[config.mk]
export PLATFORM = sky130hd
export DESIGN_NAME = decode_dispatch
export DESIGN_NICKNAME = d
export VERILOG_FILES = /design/src/hw/dispatch_pkg.sv /design/src/hw/decode_dispatch.sv /design/src/hw/dispatch_regs.sv /design/src/hw/instr_decode.sv /design/src/hw/operand_bypass.sv
export SDC_FILE = /design/constraint.sdc
export NUM_CORES = 1
export LEC_CHECK = 0
export BUFFER_PORTS_ARGS = -buffer_cell sky130_fd_sc_hd__buf_2
export CORE_ASPECT_RATIO = 0.7
export CORE_UTILIZATION = 40
export DETAILED_ROUTE_END_ITERATION = 8
export HOLD_SLACK_MARGIN = 0.1
export PLACE_DENSITY = 0.61
export SLEW_MARGIN = 40
export SYNTH_ARGS = -nofsm -noshare
export SYNTH_HDL_FRONTEND = slang
export SYNTH_HIERARCHICAL = 1
export SYNTH_SLANG_ARGS = --single-unit
[constraint.sdc]
create_clock -name clk -period 9.95 [get_ports clk]
set_clock_uncertainty 0.05 [all_clocks]
set_input_delay 0.995 -clock clk [delete_from_list [all_inputs] [get_ports clk]]
set_output_delay 0.995 -clock clk [all_outputs]
set_load 0.02 [all_outputs]
[src/hw/dispatch_pkg.sv]
package dispatch_pkg;

  localparam int ROB_IDX_W = 4;

  typedef logic [31:0]          addr_t;
  typedef logic [31:0]          data_t;
  typedef logic [31:0]          instr_t;
  typedef logic [ROB_IDX_W-1:0] rob_idx_t;
  typedef logic [4:0]           reg_idx_t;
  typedef logic [3:0]           rs_op_t;
  typedef logic [1:0]           rob_op_t;
  typedef logic [2:0]           instr_class_t;

  // RV32I major opcodes kept by this stage
  localparam logic [6:0] OPC_R     = 7'b0110011;
  localparam logic [6:0] OPC_I     = 7'b0010011;
  localparam logic [6:0] OPC_B     = 7'b1100011;
  localparam logic [6:0] OPC_LUI   = 7'b0110111;
  localparam logic [6:0] OPC_AUIPC = 7'b0010111;
  localparam logic [6:0] OPC_JAL   = 7'b1101111;
  localparam logic [6:0] OPC_JALR  = 7'b1100111;

  localparam logic [2:0] F3_ADD_SUB = 3'b000;
  localparam logic [2:0] F3_SLL     = 3'b001;
  localparam logic [2:0] F3_SLT     = 3'b010;
  localparam logic [2:0] F3_SLTU    = 3'b011;
  localparam logic [2:0] F3_XOR     = 3'b100;
  localparam logic [2:0] F3_SRL_SRA = 3'b101;
  localparam logic [2:0] F3_OR      = 3'b110;
  localparam logic [2:0] F3_AND     = 3'b111;

  localparam logic [2:0] F3_BEQ  = 3'b000;
  localparam logic [2:0] F3_BNE  = 3'b001;
  localparam logic [2:0] F3_BLT  = 3'b100;
  localparam logic [2:0] F3_BGE  = 3'b101;
  localparam logic [2:0] F3_BLTU = 3'b110;
  localparam logic [2:0] F3_BGEU = 3'b111;

  localparam logic [6:0] F7_BASE = 7'b0000000;
  localparam logic [6:0] F7_ALT  = 7'b0100000; // SUB, SRA, SRAI

  localparam rs_op_t RS_ADD  = 4'd0;
  localparam rs_op_t RS_SUB  = 4'd1;
  localparam rs_op_t RS_SLL  = 4'd2;
  localparam rs_op_t RS_SLT  = 4'd3;
  localparam rs_op_t RS_SLTU = 4'd4;
  localparam rs_op_t RS_XOR  = 4'd5;
  localparam rs_op_t RS_SRL  = 4'd6;
  localparam rs_op_t RS_SRA  = 4'd7;
  localparam rs_op_t RS_OR   = 4'd8;
  localparam rs_op_t RS_AND  = 4'd9;
  localparam rs_op_t RS_BEQ  = 4'd10;
  localparam rs_op_t RS_BNE  = 4'd11;
  localparam rs_op_t RS_BLT  = 4'd12;
  localparam rs_op_t RS_BGE  = 4'd13;
  localparam rs_op_t RS_BLTU = 4'd14;
  localparam rs_op_t RS_BGEU = 4'd15;

  localparam rob_op_t ROB_REG = 2'd0;
  localparam rob_op_t ROB_BR  = 2'd1;

  localparam instr_class_t CLS_NONE   = 3'd0;
  localparam instr_class_t CLS_ALU_R  = 3'd1;
  localparam instr_class_t CLS_ALU_I  = 3'd2;
  localparam instr_class_t CLS_BRANCH = 3'd3;
  localparam instr_class_t CLS_LUI    = 3'd4;
  localparam instr_class_t CLS_AUIPC  = 3'd5;
  localparam instr_class_t CLS_JAL    = 3'd6;
  localparam instr_class_t CLS_JALR   = 3'd7;

endpackage
[src/hw/decode_dispatch.sv]
`timescale 1ns/1ps

module decode_dispatch (
  input  logic                   clk,
  input  logic                   rst,
  input  logic                   roll_back,
  input  logic                   if_in_en,
  input  dispatch_pkg::addr_t    if_pc,
  input  dispatch_pkg::instr_t   if_instr,
  input  logic                   jump,
  input  logic                   rs1_busy,
  input  dispatch_pkg::rob_idx_t rs1_dep,
  input  dispatch_pkg::data_t    rs1_val,
  input  logic                   rs2_busy,
  input  dispatch_pkg::rob_idx_t rs2_dep,
  input  dispatch_pkg::data_t    rs2_val,
  input  logic                   cdb_en,
  input  dispatch_pkg::rob_idx_t cdb_rob_idx,
  input  dispatch_pkg::data_t    cdb_val,
  input  dispatch_pkg::rob_idx_t rob_idx_nxt,
  output logic                   stall_reset,
  output dispatch_pkg::addr_t    new_pc,
  output dispatch_pkg::rob_idx_t stall_rob_idx,
  output logic                   rf_en,
  output dispatch_pkg::reg_idx_t rf_dest,
  output dispatch_pkg::rob_idx_t rf_rob_idx,
  output logic                   rs_en,
  output dispatch_pkg::rs_op_t   rs_op_out,
  output dispatch_pkg::data_t    rs_vj,
  output logic                   rs_qj_en,
  output dispatch_pkg::rob_idx_t rs_qj,
  output dispatch_pkg::data_t    rs_vk,
  output logic                   rs_qk_en,
  output dispatch_pkg::rob_idx_t rs_qk,
  output dispatch_pkg::rob_idx_t rs_rob_idx,
  output logic                   rob_en,
  output dispatch_pkg::rob_idx_t rob_idx,
  output logic                   rob_ready,
  output dispatch_pkg::rob_op_t  rob_op,
  output dispatch_pkg::reg_idx_t rob_dest,
  output dispatch_pkg::data_t    rob_val,
  output logic                   rob_jump,
  output dispatch_pkg::addr_t    rob_pc,
  output dispatch_pkg::addr_t    rob_alt_pc
);
  import dispatch_pkg::*;

  logic         op1_pend;
  logic         op2_pend;
  data_t        op1_val;
  data_t        op2_val;
  instr_class_t cls;
  rs_op_t       rs_op;
  reg_idx_t     rd;
  data_t        imm;
  logic         vk_sel_imm;
  addr_t        pc_plus4;
  addr_t        br_target;
  addr_t        jal_target;
  addr_t        jalr_target;
  data_t        result_val;

  operand_bypass u_operand_bypass (
    .rs1_busy(rs1_busy), .rs1_dep(rs1_dep), .rs1_val(rs1_val),
    .rs2_busy(rs2_busy), .rs2_dep(rs2_dep), .rs2_val(rs2_val),
    .cdb_en(cdb_en), .cdb_rob_idx(cdb_rob_idx), .cdb_val(cdb_val),
    .op1_pend(op1_pend), .op1_val(op1_val),
    .op2_pend(op2_pend), .op2_val(op2_val)
  );

  instr_decode u_instr_decode (
    .if_instr(if_instr), .if_pc(if_pc), .op1_val(op1_val),
    .cls(cls), .rs_op(rs_op), .rd(rd), .imm(imm), .vk_sel_imm(vk_sel_imm),
    .pc_plus4(pc_plus4), .br_target(br_target), .jal_target(jal_target),
    .jalr_target(jalr_target), .result_val(result_val)
  );

  dispatch_regs u_dispatch_regs (
    .clk(clk), .rst(rst), .roll_back(roll_back), .if_in_en(if_in_en), .jump(jump),
    .if_pc(if_pc), .cls(cls), .rs_op(rs_op), .rd(rd), .imm(imm),
    .vk_sel_imm(vk_sel_imm), .pc_plus4(pc_plus4), .br_target(br_target),
    .jal_target(jal_target), .jalr_target(jalr_target), .result_val(result_val),
    .op1_pend(op1_pend), .op2_pend(op2_pend), .op1_val(op1_val), .op2_val(op2_val),
    .rs1_dep(rs1_dep), .rs2_dep(rs2_dep), .rob_idx_nxt(rob_idx_nxt),
    .stall_reset(stall_reset), .new_pc(new_pc), .stall_rob_idx(stall_rob_idx),
    .rf_en(rf_en), .rf_dest(rf_dest), .rf_rob_idx(rf_rob_idx),
    .rs_en(rs_en), .rs_op_out(rs_op_out), .rs_vj(rs_vj), .rs_qj_en(rs_qj_en),
    .rs_qj(rs_qj), .rs_vk(rs_vk), .rs_qk_en(rs_qk_en), .rs_qk(rs_qk),
    .rs_rob_idx(rs_rob_idx), .rob_en(rob_en), .rob_idx(rob_idx),
    .rob_ready(rob_ready), .rob_op(rob_op), .rob_dest(rob_dest), .rob_val(rob_val),
    .rob_jump(rob_jump), .rob_pc(rob_pc), .rob_alt_pc(rob_alt_pc)
  );

endmodule

[src/hw/dispatch_regs.sv]
`timescale 1ns/1ps

module dispatch_regs (
  input  logic                       clk,
  input  logic                       rst,
  input  logic                       roll_back,
  input  logic                       if_in_en,
  input  logic                       jump,
  input  dispatch_pkg::addr_t        if_pc,
  input  dispatch_pkg::instr_class_t cls,
  input  dispatch_pkg::rs_op_t       rs_op,
  input  dispatch_pkg::reg_idx_t     rd,
  input  dispatch_pkg::data_t        imm,
  input  logic                       vk_sel_imm,
  input  dispatch_pkg::addr_t        pc_plus4,
  input  dispatch_pkg::addr_t        br_target,
  input  dispatch_pkg::addr_t        jal_target,
  input  dispatch_pkg::addr_t        jalr_target,
  input  dispatch_pkg::data_t        result_val,
  input  logic                       op1_pend,
  input  logic                       op2_pend,
  input  dispatch_pkg::data_t        op1_val,
  input  dispatch_pkg::data_t        op2_val,
  input  dispatch_pkg::rob_idx_t     rs1_dep,
  input  dispatch_pkg::rob_idx_t     rs2_dep,
  input  dispatch_pkg::rob_idx_t     rob_idx_nxt,
  output logic                       stall_reset,
  output dispatch_pkg::addr_t        new_pc,
  output dispatch_pkg::rob_idx_t     stall_rob_idx,
  output logic                       rf_en,
  output dispatch_pkg::reg_idx_t     rf_dest,
  output dispatch_pkg::rob_idx_t     rf_rob_idx,
  output logic                       rs_en,
  output dispatch_pkg::rs_op_t       rs_op_out,
  output dispatch_pkg::data_t        rs_vj,
  output logic                       rs_qj_en,
  output dispatch_pkg::rob_idx_t     rs_qj,
  output dispatch_pkg::data_t        rs_vk,
  output logic                       rs_qk_en,
  output dispatch_pkg::rob_idx_t     rs_qk,
  output dispatch_pkg::rob_idx_t     rs_rob_idx,
  output logic                       rob_en,
  output dispatch_pkg::rob_idx_t     rob_idx,
  output logic                       rob_ready,
  output dispatch_pkg::rob_op_t      rob_op,
  output dispatch_pkg::reg_idx_t     rob_dest,
  output dispatch_pkg::data_t        rob_val,
  output logic                       rob_jump,
  output dispatch_pkg::addr_t        rob_pc,
  output dispatch_pkg::addr_t        rob_alt_pc
);
  import dispatch_pkg::*;

  logic  is_rs;
  logic  is_branch;
  logic  has_result; // LUI, AUIPC, JAL, JALR
  logic  rd_nz;
  logic  redirect;
  logic  jalr_wait;
  addr_t redirect_pc;

  assign is_branch  = (cls == CLS_BRANCH);
  assign is_rs      = (cls == CLS_ALU_R) || (cls == CLS_ALU_I) || is_branch;
  assign has_result = (cls == CLS_LUI) || (cls == CLS_AUIPC) ||
                      (cls == CLS_JAL) || (cls == CLS_JALR);
  assign rd_nz      = (rd != 5'd0);

  always_comb begin
    redirect    = 1'b0;
    jalr_wait   = 1'b0;
    redirect_pc = pc_plus4;
    case (cls)
      CLS_BRANCH: begin
        redirect    = 1'b1;
        redirect_pc = jump ? br_target : pc_plus4;
      end
      CLS_JAL: begin
        redirect    = 1'b1;
        redirect_pc = jal_target;
      end
      CLS_JALR: begin
        if (op1_pend) begin
          jalr_wait = 1'b1; // Base not known yet
        end else begin
          redirect    = 1'b1;
          redirect_pc = jalr_target;
        end
      end
      default: ;
    endcase
  end

  // Tag follows the ROB every cycle
  always_ff @(posedge clk) begin
    rob_idx <= rob_idx_nxt;
  end

  always_ff @(posedge clk) begin
    if (rst || roll_back) begin
      stall_reset   <= 1'b0;
      new_pc        <= 32'd0;
      stall_rob_idx <= '0;
      rf_en         <= 1'b0;
      rs_en         <= 1'b0;
      rs_op_out     <= RS_ADD;
      rs_vj         <= 32'd0;
      rs_qj_en      <= 1'b0;
      rs_qj         <= '0;
      rs_vk         <= 32'd0;
      rs_qk_en      <= 1'b0;
      rs_qk         <= '0;
      rs_rob_idx    <= '0;
      rob_en        <= 1'b0;
      rob_ready     <= 1'b0;
      rob_op        <= ROB_REG;
      rob_dest      <= 5'd0;
      rob_val       <= 32'd0;
      rob_jump      <= 1'b0;
      rob_pc        <= 32'd0;
      rob_alt_pc    <= 32'd0;
    end else if (if_in_en && cls != CLS_NONE) begin
      stall_reset <= redirect;
      if (redirect)
        new_pc <= redirect_pc;
      if (jalr_wait)
        stall_rob_idx <= rs1_dep;

      rf_en  <= (is_rs && !is_branch || has_result) && rd_nz;
      rs_en  <= is_rs;
      rob_en <= !has_result || rd_nz; // x0 writes need no ROB slot

      rob_ready <= has_result;
      rob_op    <= is_branch ? ROB_BR : ROB_REG;
      rob_dest  <= rd;
      rob_pc    <= if_pc;
      rob_jump  <= is_branch && jump;
      if (has_result)
        rob_val <= result_val;
      if (is_branch) begin
        rob_val    <= pc_plus4;
        rob_alt_pc <= jump ? pc_plus4 : br_target; // Path not predicted
      end

      if (is_rs) begin
        rs_op_out  <= rs_op;
        rs_vj      <= op1_val;
        rs_qj_en   <= op1_pend;
        rs_qj      <= rs1_dep;
        rs_vk      <= vk_sel_imm ? imm : op2_val;
        rs_qk_en   <= op2_pend && !vk_sel_imm;
        rs_qk      <= rs2_dep;
        rs_rob_idx <= rob_idx_nxt;
      end
    end else begin
      stall_reset <= 1'b0;
      rf_en       <= 1'b0;
      rs_en       <= 1'b0;
      rob_en      <= 1'b0;
    end
  end

  assign rf_dest    = rob_dest;
  assign rf_rob_idx = rob_idx;

endmodule

[src/hw/instr_decode.sv]
`timescale 1ns/1ps

module instr_decode (
  input  dispatch_pkg::instr_t       if_instr,
  input  dispatch_pkg::addr_t        if_pc,
  input  dispatch_pkg::data_t        op1_val,
  output dispatch_pkg::instr_class_t cls,
  output dispatch_pkg::rs_op_t       rs_op,
  output dispatch_pkg::reg_idx_t     rd,
  output dispatch_pkg::data_t        imm,
  output logic                       vk_sel_imm,
  output dispatch_pkg::addr_t        pc_plus4,
  output dispatch_pkg::addr_t        br_target,
  output dispatch_pkg::addr_t        jal_target,
  output dispatch_pkg::addr_t        jalr_target,
  output dispatch_pkg::data_t        result_val
);
  import dispatch_pkg::*;

  logic [6:0] opcode;
  logic [2:0] funct3;
  logic [6:0] funct7;
  data_t      imm_i;
  data_t      imm_b;
  data_t      imm_j;
  data_t      imm_u;
  addr_t      jalr_sum;

  assign opcode = if_instr[6:0];
  assign funct3 = if_instr[14:12];
  assign funct7 = if_instr[31:25];
  assign rd     = if_instr[11:7];

  assign imm_i = {{20{if_instr[31]}}, if_instr[31:20]};
  assign imm_b = {{19{if_instr[31]}}, if_instr[31], if_instr[7], if_instr[30:25],
                  if_instr[11:8], 1'b0};
  assign imm_j = {{11{if_instr[31]}}, if_instr[31], if_instr[19:12], if_instr[20],
                  if_instr[30:21], 1'b0};
  assign imm_u = {if_instr[31:12], 12'd0};

  always_comb begin
    case (opcode)
      OPC_R:     cls = CLS_ALU_R;
      OPC_I:     cls = CLS_ALU_I;
      OPC_B:     cls = CLS_BRANCH;
      OPC_LUI:   cls = CLS_LUI;
      OPC_AUIPC: cls = CLS_AUIPC;
      OPC_JAL:   cls = CLS_JAL;
      OPC_JALR:  cls = CLS_JALR;
      default:   cls = CLS_NONE; // Dispatched as a bubble
    endcase
  end

  always_comb begin
    rs_op = RS_ADD;
    if (cls == CLS_BRANCH) begin
      case (funct3)
        F3_BEQ:  rs_op = RS_BEQ;
        F3_BNE:  rs_op = RS_BNE;
        F3_BLT:  rs_op = RS_BLT;
        F3_BGE:  rs_op = RS_BGE;
        F3_BLTU: rs_op = RS_BLTU;
        F3_BGEU: rs_op = RS_BGEU;
        default: rs_op = RS_BEQ;
      endcase
    end else begin
      case (funct3)
        F3_ADD_SUB: rs_op = (cls == CLS_ALU_R && funct7 == F7_ALT) ? RS_SUB : RS_ADD;
        F3_SLL:     rs_op = RS_SLL;
        F3_SLT:     rs_op = RS_SLT;
        F3_SLTU:    rs_op = RS_SLTU;
        F3_XOR:     rs_op = RS_XOR;
        F3_SRL_SRA: rs_op = (funct7 == F7_ALT) ? RS_SRA : RS_SRL; // SRAI shares funct7
        F3_OR:      rs_op = RS_OR;
        default:    rs_op = RS_AND;
      endcase
    end
  end

  // Second ALU operand for I-type
  always_comb begin
    imm = imm_i;
    if (cls == CLS_ALU_I) begin
      case (funct3)
        F3_SLTU:           imm = {20'd0, if_instr[31:20]};
        F3_SLL, F3_SRL_SRA: imm = {27'd0, if_instr[24:20]}; // shamt only
        default:           imm = imm_i;
      endcase
    end
  end

  assign vk_sel_imm = (cls == CLS_ALU_I);

  assign pc_plus4    = if_pc + 32'd4;
  assign br_target   = if_pc + imm_b;
  assign jal_target  = if_pc + imm_j;
  assign jalr_sum    = op1_val + imm_i;
  assign jalr_target = {jalr_sum[31:1], 1'b0};

  always_comb begin
    case (cls)
      CLS_LUI:           result_val = imm_u;
      CLS_AUIPC:         result_val = if_pc + imm_u;
      CLS_JAL, CLS_JALR: result_val = pc_plus4; // Link address
      default:           result_val = 32'd0;
    endcase
  end

endmodule

[src/hw/operand_bypass.sv]
`timescale 1ns/1ps

module operand_bypass (
  input  logic                   rs1_busy,
  input  dispatch_pkg::rob_idx_t rs1_dep,
  input  dispatch_pkg::data_t    rs1_val,
  input  logic                   rs2_busy,
  input  dispatch_pkg::rob_idx_t rs2_dep,
  input  dispatch_pkg::data_t    rs2_val,
  input  logic                   cdb_en,
  input  dispatch_pkg::rob_idx_t cdb_rob_idx,
  input  dispatch_pkg::data_t    cdb_val,
  output logic                   op1_pend,
  output dispatch_pkg::data_t    op1_val,
  output logic                   op2_pend,
  output dispatch_pkg::data_t    op2_val
);
  import dispatch_pkg::*;

  // Returns {pending, value} for one source operand
  function automatic logic [32:0] resolve(input logic busy, input rob_idx_t dep,
                                          input data_t val);
    logic hit;
    hit = busy && cdb_en && (dep == cdb_rob_idx);
    if (!busy)
      resolve = {1'b0, val};
    else if (hit)
      resolve = {1'b0, cdb_val}; // Result arrives this cycle
    else
      resolve = {1'b1, 32'd0};
  endfunction

  assign {op1_pend, op1_val} = resolve(rs1_busy, rs1_dep, rs1_val);
  assign {op2_pend, op2_val} = resolve(rs2_busy, rs2_dep, rs2_val);

endmodule

# Word level (Yosys, flattened, before mapping)
# Cells that the tools add are included.
# Widths: inputs -> output; s select.
# word_totals
register_bits	231
# classes
bitwise	1
n_mux	24
eq_ne	24
addsub	5
n_reduce_logical	34
# ops
operator	n
$mux 32	6
$pmux 32 s3	2
$mux 33	4
$add 32x32->32	4
$pmux 32 s2	1
$add 32x3->32 const B	1
$pmux 4 s7	1
$eq 3x3->1 const B	8
$eq 7x6->1 const B	3
$eq 7x7->1 const B	3
$pmux 3 s7	1
$pmux 3 s5	1
$eq 7x5->1 const B	2
$eq 3x2->1 const B	4
$logic_and 1x1->1	10
$reduce_and 2->1	5
$eq 4x4->1	2
$logic_or 1x1->1	8
$reduce_or 2->1	4
$eq 3x1->1 const B	2
$mux 1	6
$reduce_bool 5->1	1
$mux 4	1
$logic_not 1->1	3
other kinds (5)	5

# Longest topological paths before layout
# logic_depth
word_depth	8
ltp_mapped	16
mapped_depth_nobuf	15

# Hierarchy
# The synthesis kept the hierarchy.
# by_module_without_submodules
mod	cells_each	n_inst	area_per_inst_um2
dispatch_regs	1180	1	10908.0
instr_decode	1011	1	6797.8
operand_bypass	237	1	1403.8

# Least setup slack after synthesis
# Ideal clock, no wire load.
# synth_timing
path_kind	input port to flip-flop
from	in cdb_rob_idx[2]
to	reg u_dispatch_regs.new_pc[24]
cell_stages	15
required_ns	9.809
slack_ns	5.700
n_path_buf	0
arrival_time_ns	4.109
cell_sequence	xnor2_2 nand3_4 o32ai_1 inv_1 fa_1 nor2b_1 o31a_1 o31a_1 o211ai_1 a2111oi_1 o31ai_1 xnor2_1 mux2i_1 o22a_1 a311oi_1
# synth_between
elab_chain_len	7
# synth_lines
item	line_no	rtl
start, declared	decode_dispatch.sv:18	input dispatch_pkg::rob_idx_t cdb_rob_idx,
$eq 4x4->1	operand_bypass.sv:24	hit = busy && cdb_en && (dep == cdb_rob_idx);
$logic_and 1x1->1	operand_bypass.sv:24	
$mux 33	operand_bypass.sv:27	else if (hit)
$mux 33	operand_bypass.sv:25	if (!busy)
via op1_val[1]	decode_dispatch.sv:50	data_t op1_val;
$add 32x32->32	instr_decode.sv:97	assign jalr_sum = op1_val + imm_i;
via jalr_target[24]	decode_dispatch.sv:60	addr_t jalr_target;
$mux 32	dispatch_regs.sv:82	if (op1_pend) begin
$pmux 32 s3	dispatch_regs.sv:72	case (cls)
end signal, assigned	dispatch_regs.sv:124	new_pc <= redirect_pc;
end, declared	dispatch_regs.sv:28	output dispatch_pkg::addr_t new_pc,
# The timed path passes the listed nets, and every way through them passes these cells.
# A chain may end at the register's enable or synchronous reset.

# Worst setup path after layout
# layout_timing
from	in cdb_en
to	reg u_dispatch_regs.new_pc[28]
# layout_between
elab_chain_len	7
# layout_lines
item	line_no	rtl
start, declared	decode_dispatch.sv:17	input logic cdb_en,
$logic_and 1x1->1 (2 in series)	operand_bypass.sv:24	
$mux 33	operand_bypass.sv:27	
$mux 33	operand_bypass.sv:25	
via op1_val[1]	decode_dispatch.sv:50	
$add 32x32->32	instr_decode.sv:97	
via jalr_target[28]	decode_dispatch.sv:60	
$mux 32	dispatch_regs.sv:82	
$pmux 32 s3	dispatch_regs.sv:72	
# The timed path passes the listed nets, and every way through them passes these cells.

==> summary.md <==
| Metric | Value |
|---|---|
| Status | finished, final reports clean |
| Final GP Congestion | 0.966 |
| Netlist cell types | 90 |
| Worst setup SP type | input pin |
| Worst-Margin Slew | about 0.83 ns |
| Sequential cell area fraction in the yosys report | 0.241 |
| Vias | 20300 |
| Reg2Reg Setup Slack | 9.02 ns |
| H-tree levels | 1 |
| Syn nets | 2701 |
| 1st-iter DRT viols | 2399 |
| Worst endpoint required time | 10.38 ns |
| Synth warn | 6 |
| Clock buffer depth | 3 |
| Most common cell in the netlist | a21oi_1 |
| Clock sink count | 230 |
| Vias per cell | 6.13 |
| Total power divided by cell area | around 120 nW/µm² |
| Leading area contributor after synthesis | dfxtp_1 |
| Final setup fails | 0 |
| DP HPWL | between 50 and 60 mm |
| Top cell type's share of synthesized area | 0.241 |
| Most frequent cells after synthesis | a21oi_1 (290), dfxtp_1 (230), nand2_1 (216) |
| Largest net degree at the start of global routing | 84 |
| Initial core utilization | 0.408 |
| Routed wire length | 79.6 mm |
| Global-route wire length before repair | 116 mm |
| Share of synthesized flip-flops with an asynchronous set or reset | 0 |
| Vias in the first global route | between 15000 and 20000 |
| Mapped cell area | 19100 µm² |
| Final setup TNS | 0 ns |
| Leakage power | 9.37 nW |
| Post_cts resized | 0 |
| Non-Filler Instances | 3303 |
| Post-CTS Hold Fix Bufs | 0 |
| Fmax | 187 MHz |
| Arrival @ worst endpoint | between 5 and 6 ns |
| Grt ovf | 0 |
| Drt drc | 0 |
| Final core occ | 0.465 |
| Worst setup EP type | flop |
| R2R depth | 2 |
| Slew HR | 0.444 |
| Die height | 185 µm |
| Antenna violations before repair | 2 |
| Maxcap violations | 0 |
| Final Critical Period | 5.34 ns |
| CTS tree | built |
| End of the critical path | u_dispatch_regs/new_pc[28] |
| Post-synth top flop | dfxtp_1 |
| # IOs | approximately 420 |
| Row count | 66 |
| DIE AREA | about 50000 µm² |
| Gate Count Post-Synth | 2428 |
| Global Route Usage Sum | 0.307 |
| Detailed Routing Iterations Pass 1 | 6 |
| Critical path peak fanout | 34 |
| Worst min path class | flop to flop |
| Setup crit start | cdb_en |
| Port bufs | roughly 420 |
| Yosys reg bits | 230 |
| Per-cell routed wire length | 24.1 µm |
| Area grow syn2layout | 14.1% |
| Share of layout cells above drive strength 1 | 0.219 |
| Core Area | about 47000 µm² |
| Unrepaired setup endpoints after global routing | false |
| R2R Path Start | u_dispatch_regs/new_pc[18] |
| Post-synth EDFFs | 0 |
| Routed Antenna Nets | 0 |
| Width of the die | roughly 260 µm |
| Post-Place Cells | 3249 |
| TritonCTS Buffers | 27 |
| Post-CTS Setup Repair Bufs | 0 |
| Final period util | 0.536 |
| Final Hold Viols | 0 |
| Final nets | 2939 |
| Critical path class | input pin to flop |
| CTS root buf | clkbuf_16 |
| Clk slew on worst S/H paths | around 0.06 ns |
| Reg-to-Reg End | u_dispatch_regs/new_pc[18] |
| Max VDD drop | 101 µV |
| Avg Cell Area, Syn | slightly below 8 µm² |
| Top cells by area, synth | dfxtp_1 (24%), mux2i_1 (7.8%), a21oi_1 (7.6%), ha_1 (5.6%), nand2_1 (4.2%) |
| Slew Viols, Final | 0 |
| Worst skew pair latency | 0.59 ns |
## layer usage
metal	track usage	wire length, µm	vias to the layer above
li1	-	-	9373
met1	0.432	35700	9781
met2	0.471	34200	970
met3	0.0574	6840	134
met4	0.0994	2780	0
met5	0	0	-
## layout by cell type, fill, tap and decap left out, types with 9 or more instances in the layout
| cell | count |
|---|---|
| nand4_1 | 54 |
| xor2_1 | 38 |
| nand2b_1 | 22 |
| xnor2_1 | 86 |
| o22ai_1 | 34 |
| a311oi_2 | 14 |
| buf_2 | 420 |
| and3_1 | 21 |
| a22oi_1 | 13 |
| o21bai_1 | 15 |
| clkbuf_16 | 27 |
| a311oi_1 | 23 |
| a21o_1 | 55 |
| ha_1 | 85 |
| nor3_1 | 15 |
| o21ai_0 | 106 |
| a211oi_2 | 14 |
| nand2_1 | 215 |
| and4_1 | 13 |
| a2bb2oi_1 | 12 |
| clkinv_2 | 9 |
| o32ai_2 | 10 |
| o21ai_1 | 18 |
| buf_4 | 26 |
| a211oi_1 | 100 |
| nor2_1 | 124 |
| o21a_1 | 15 |
| inv_1 | 99 |
| mux2_2 | 21 |
| dfxtp_1 | 230 |
| a31oi_1 | 10 |
| o32ai_1 | 23 |
| nand3_1 | 83 |
| and2_1 | 11 |
| nor2b_1 | 32 |
| a21oi_1 | 289 |
| o22a_1 | 22 |
| mux2i_1 | 148 |
## critical path, cell delays in order
cell	delay, ns
buf_2	0.53
nand3_4	0.56
o32ai_1	0.60
inv_1	0.12
fa_1	0.45
nor2b_1	0.19
o31a_1	0.20
o31a_1	0.22
o211ai_1	0.16
a2111oi_1	0.76
o21ai_1	0.20
xnor2_1	0.18
mux2i_1	0.08
o22a_1	0.23
a311oi_1	0.27
## cells by family after synthesis
kind of cell	after synthesis	share of synthesized area
AOI/OAI and AO/OA	839	0.298
and+or+nand+nor	630	0.159
buffers and inverters	342	0.0930
DFF	230	0.241
muxes	169	0.0899
xor gates and xnor gates	127	0.0590
adders and majority gates	89	0.0598
other	2	0.000393
## worst min path at each step
stage	start	to	slack [ns]	cells past startpoint
2_1_floorplan	u_dispatch_regs/rob_pc[0]	u_dispatch_regs/rob_pc[0]	0.48	2
3_3_place_gp	u_dispatch_regs/rob_pc[10]	u_dispatch_regs/rob_pc[10]	0.39	2
3_5_place_dp	u_dispatch_regs/rob_pc[6]	u_dispatch_regs/rob_pc[6]	0.40	2
4_1_cts	u_dispatch_regs/rob_pc[6]	u_dispatch_regs/rob_pc[6]	0.41	2
5_1_grt	u_dispatch_regs/rob_pc[12]	u_dispatch_regs/rob_pc[12]	0.42	2
6_report	u_dispatch_regs/rob_pc[6]	u_dispatch_regs/rob_pc[6]	0.40	2
## power breakdown
group | internal (mW) | total [mW] | leakage (nW) | switching, mW
clock network | 0.577 | 1.02 | 0.438 | 0.444
registers | 0.925 | 0.927 | 1.85 | 0.00222
logic | 0.270 | 0.773 | 7.08 | 0.503
## sequential cells by signal (all words and copies together) (netlist names), 4 cells and up
| register | cells |
|---|---|
| u_dispatch_regs/rs_rob_idx | 4 |
| u_dispatch_regs/stall_rob_idx | 4 |
| u_dispatch_regs/rob_pc | 32 |
| u_dispatch_regs/new_pc | 32 |
| u_dispatch_regs/rs_vj | 32 |
| u_dispatch_regs/rs_vk | 32 |
| u_dispatch_regs/rf_rob_idx | 4 |
| u_dispatch_regs/rs_qk | 4 |
| u_dispatch_regs/rs_qj | 4 |
| u_dispatch_regs/rob_val | 32 |
| u_dispatch_regs/rf_dest | 5 |
| u_dispatch_regs/rob_alt_pc | 32 |
| u_dispatch_regs/rs_op_out | 4 |
## metrics by stage
| step | total power [mW] | worst slack, ns | instance area [µm²] | hold slack (ns) |
|---|---|---|---|---|
| floorplan | 1.47 | 5.70 | 19100 | 0.483 |
| global placement | 1.69 | 4.28 | 20800 | 0.388 |
| detailed placement | 1.70 | 4.18 | 20900 | 0.397 |
| CTS | 2.72 | 4.73 | 21800 | 0.406 |
| global route | 2.83 | 4.26 | 21800 | 0.422 |
| finish | 2.72 | 4.61 | 21800 | 0.401 |
## final cells by class
| type | count | area, µm² |
|---|---|---|
| well taps | 612 | 766 |
| fillers | 4731 | 25000 |
| flip-flops and latches | 230 | 4600 |
| diodes | 4 | 10.0 |
| multi-input cells | 1856 | 12800 |
| repair buffers | 450 | 2350 |
| clock inverters | 15 | 149 |
| inverters | 101 | 379 |
| clock buffers | 35 | 736 |
Power figures use the tool's default switching activity.
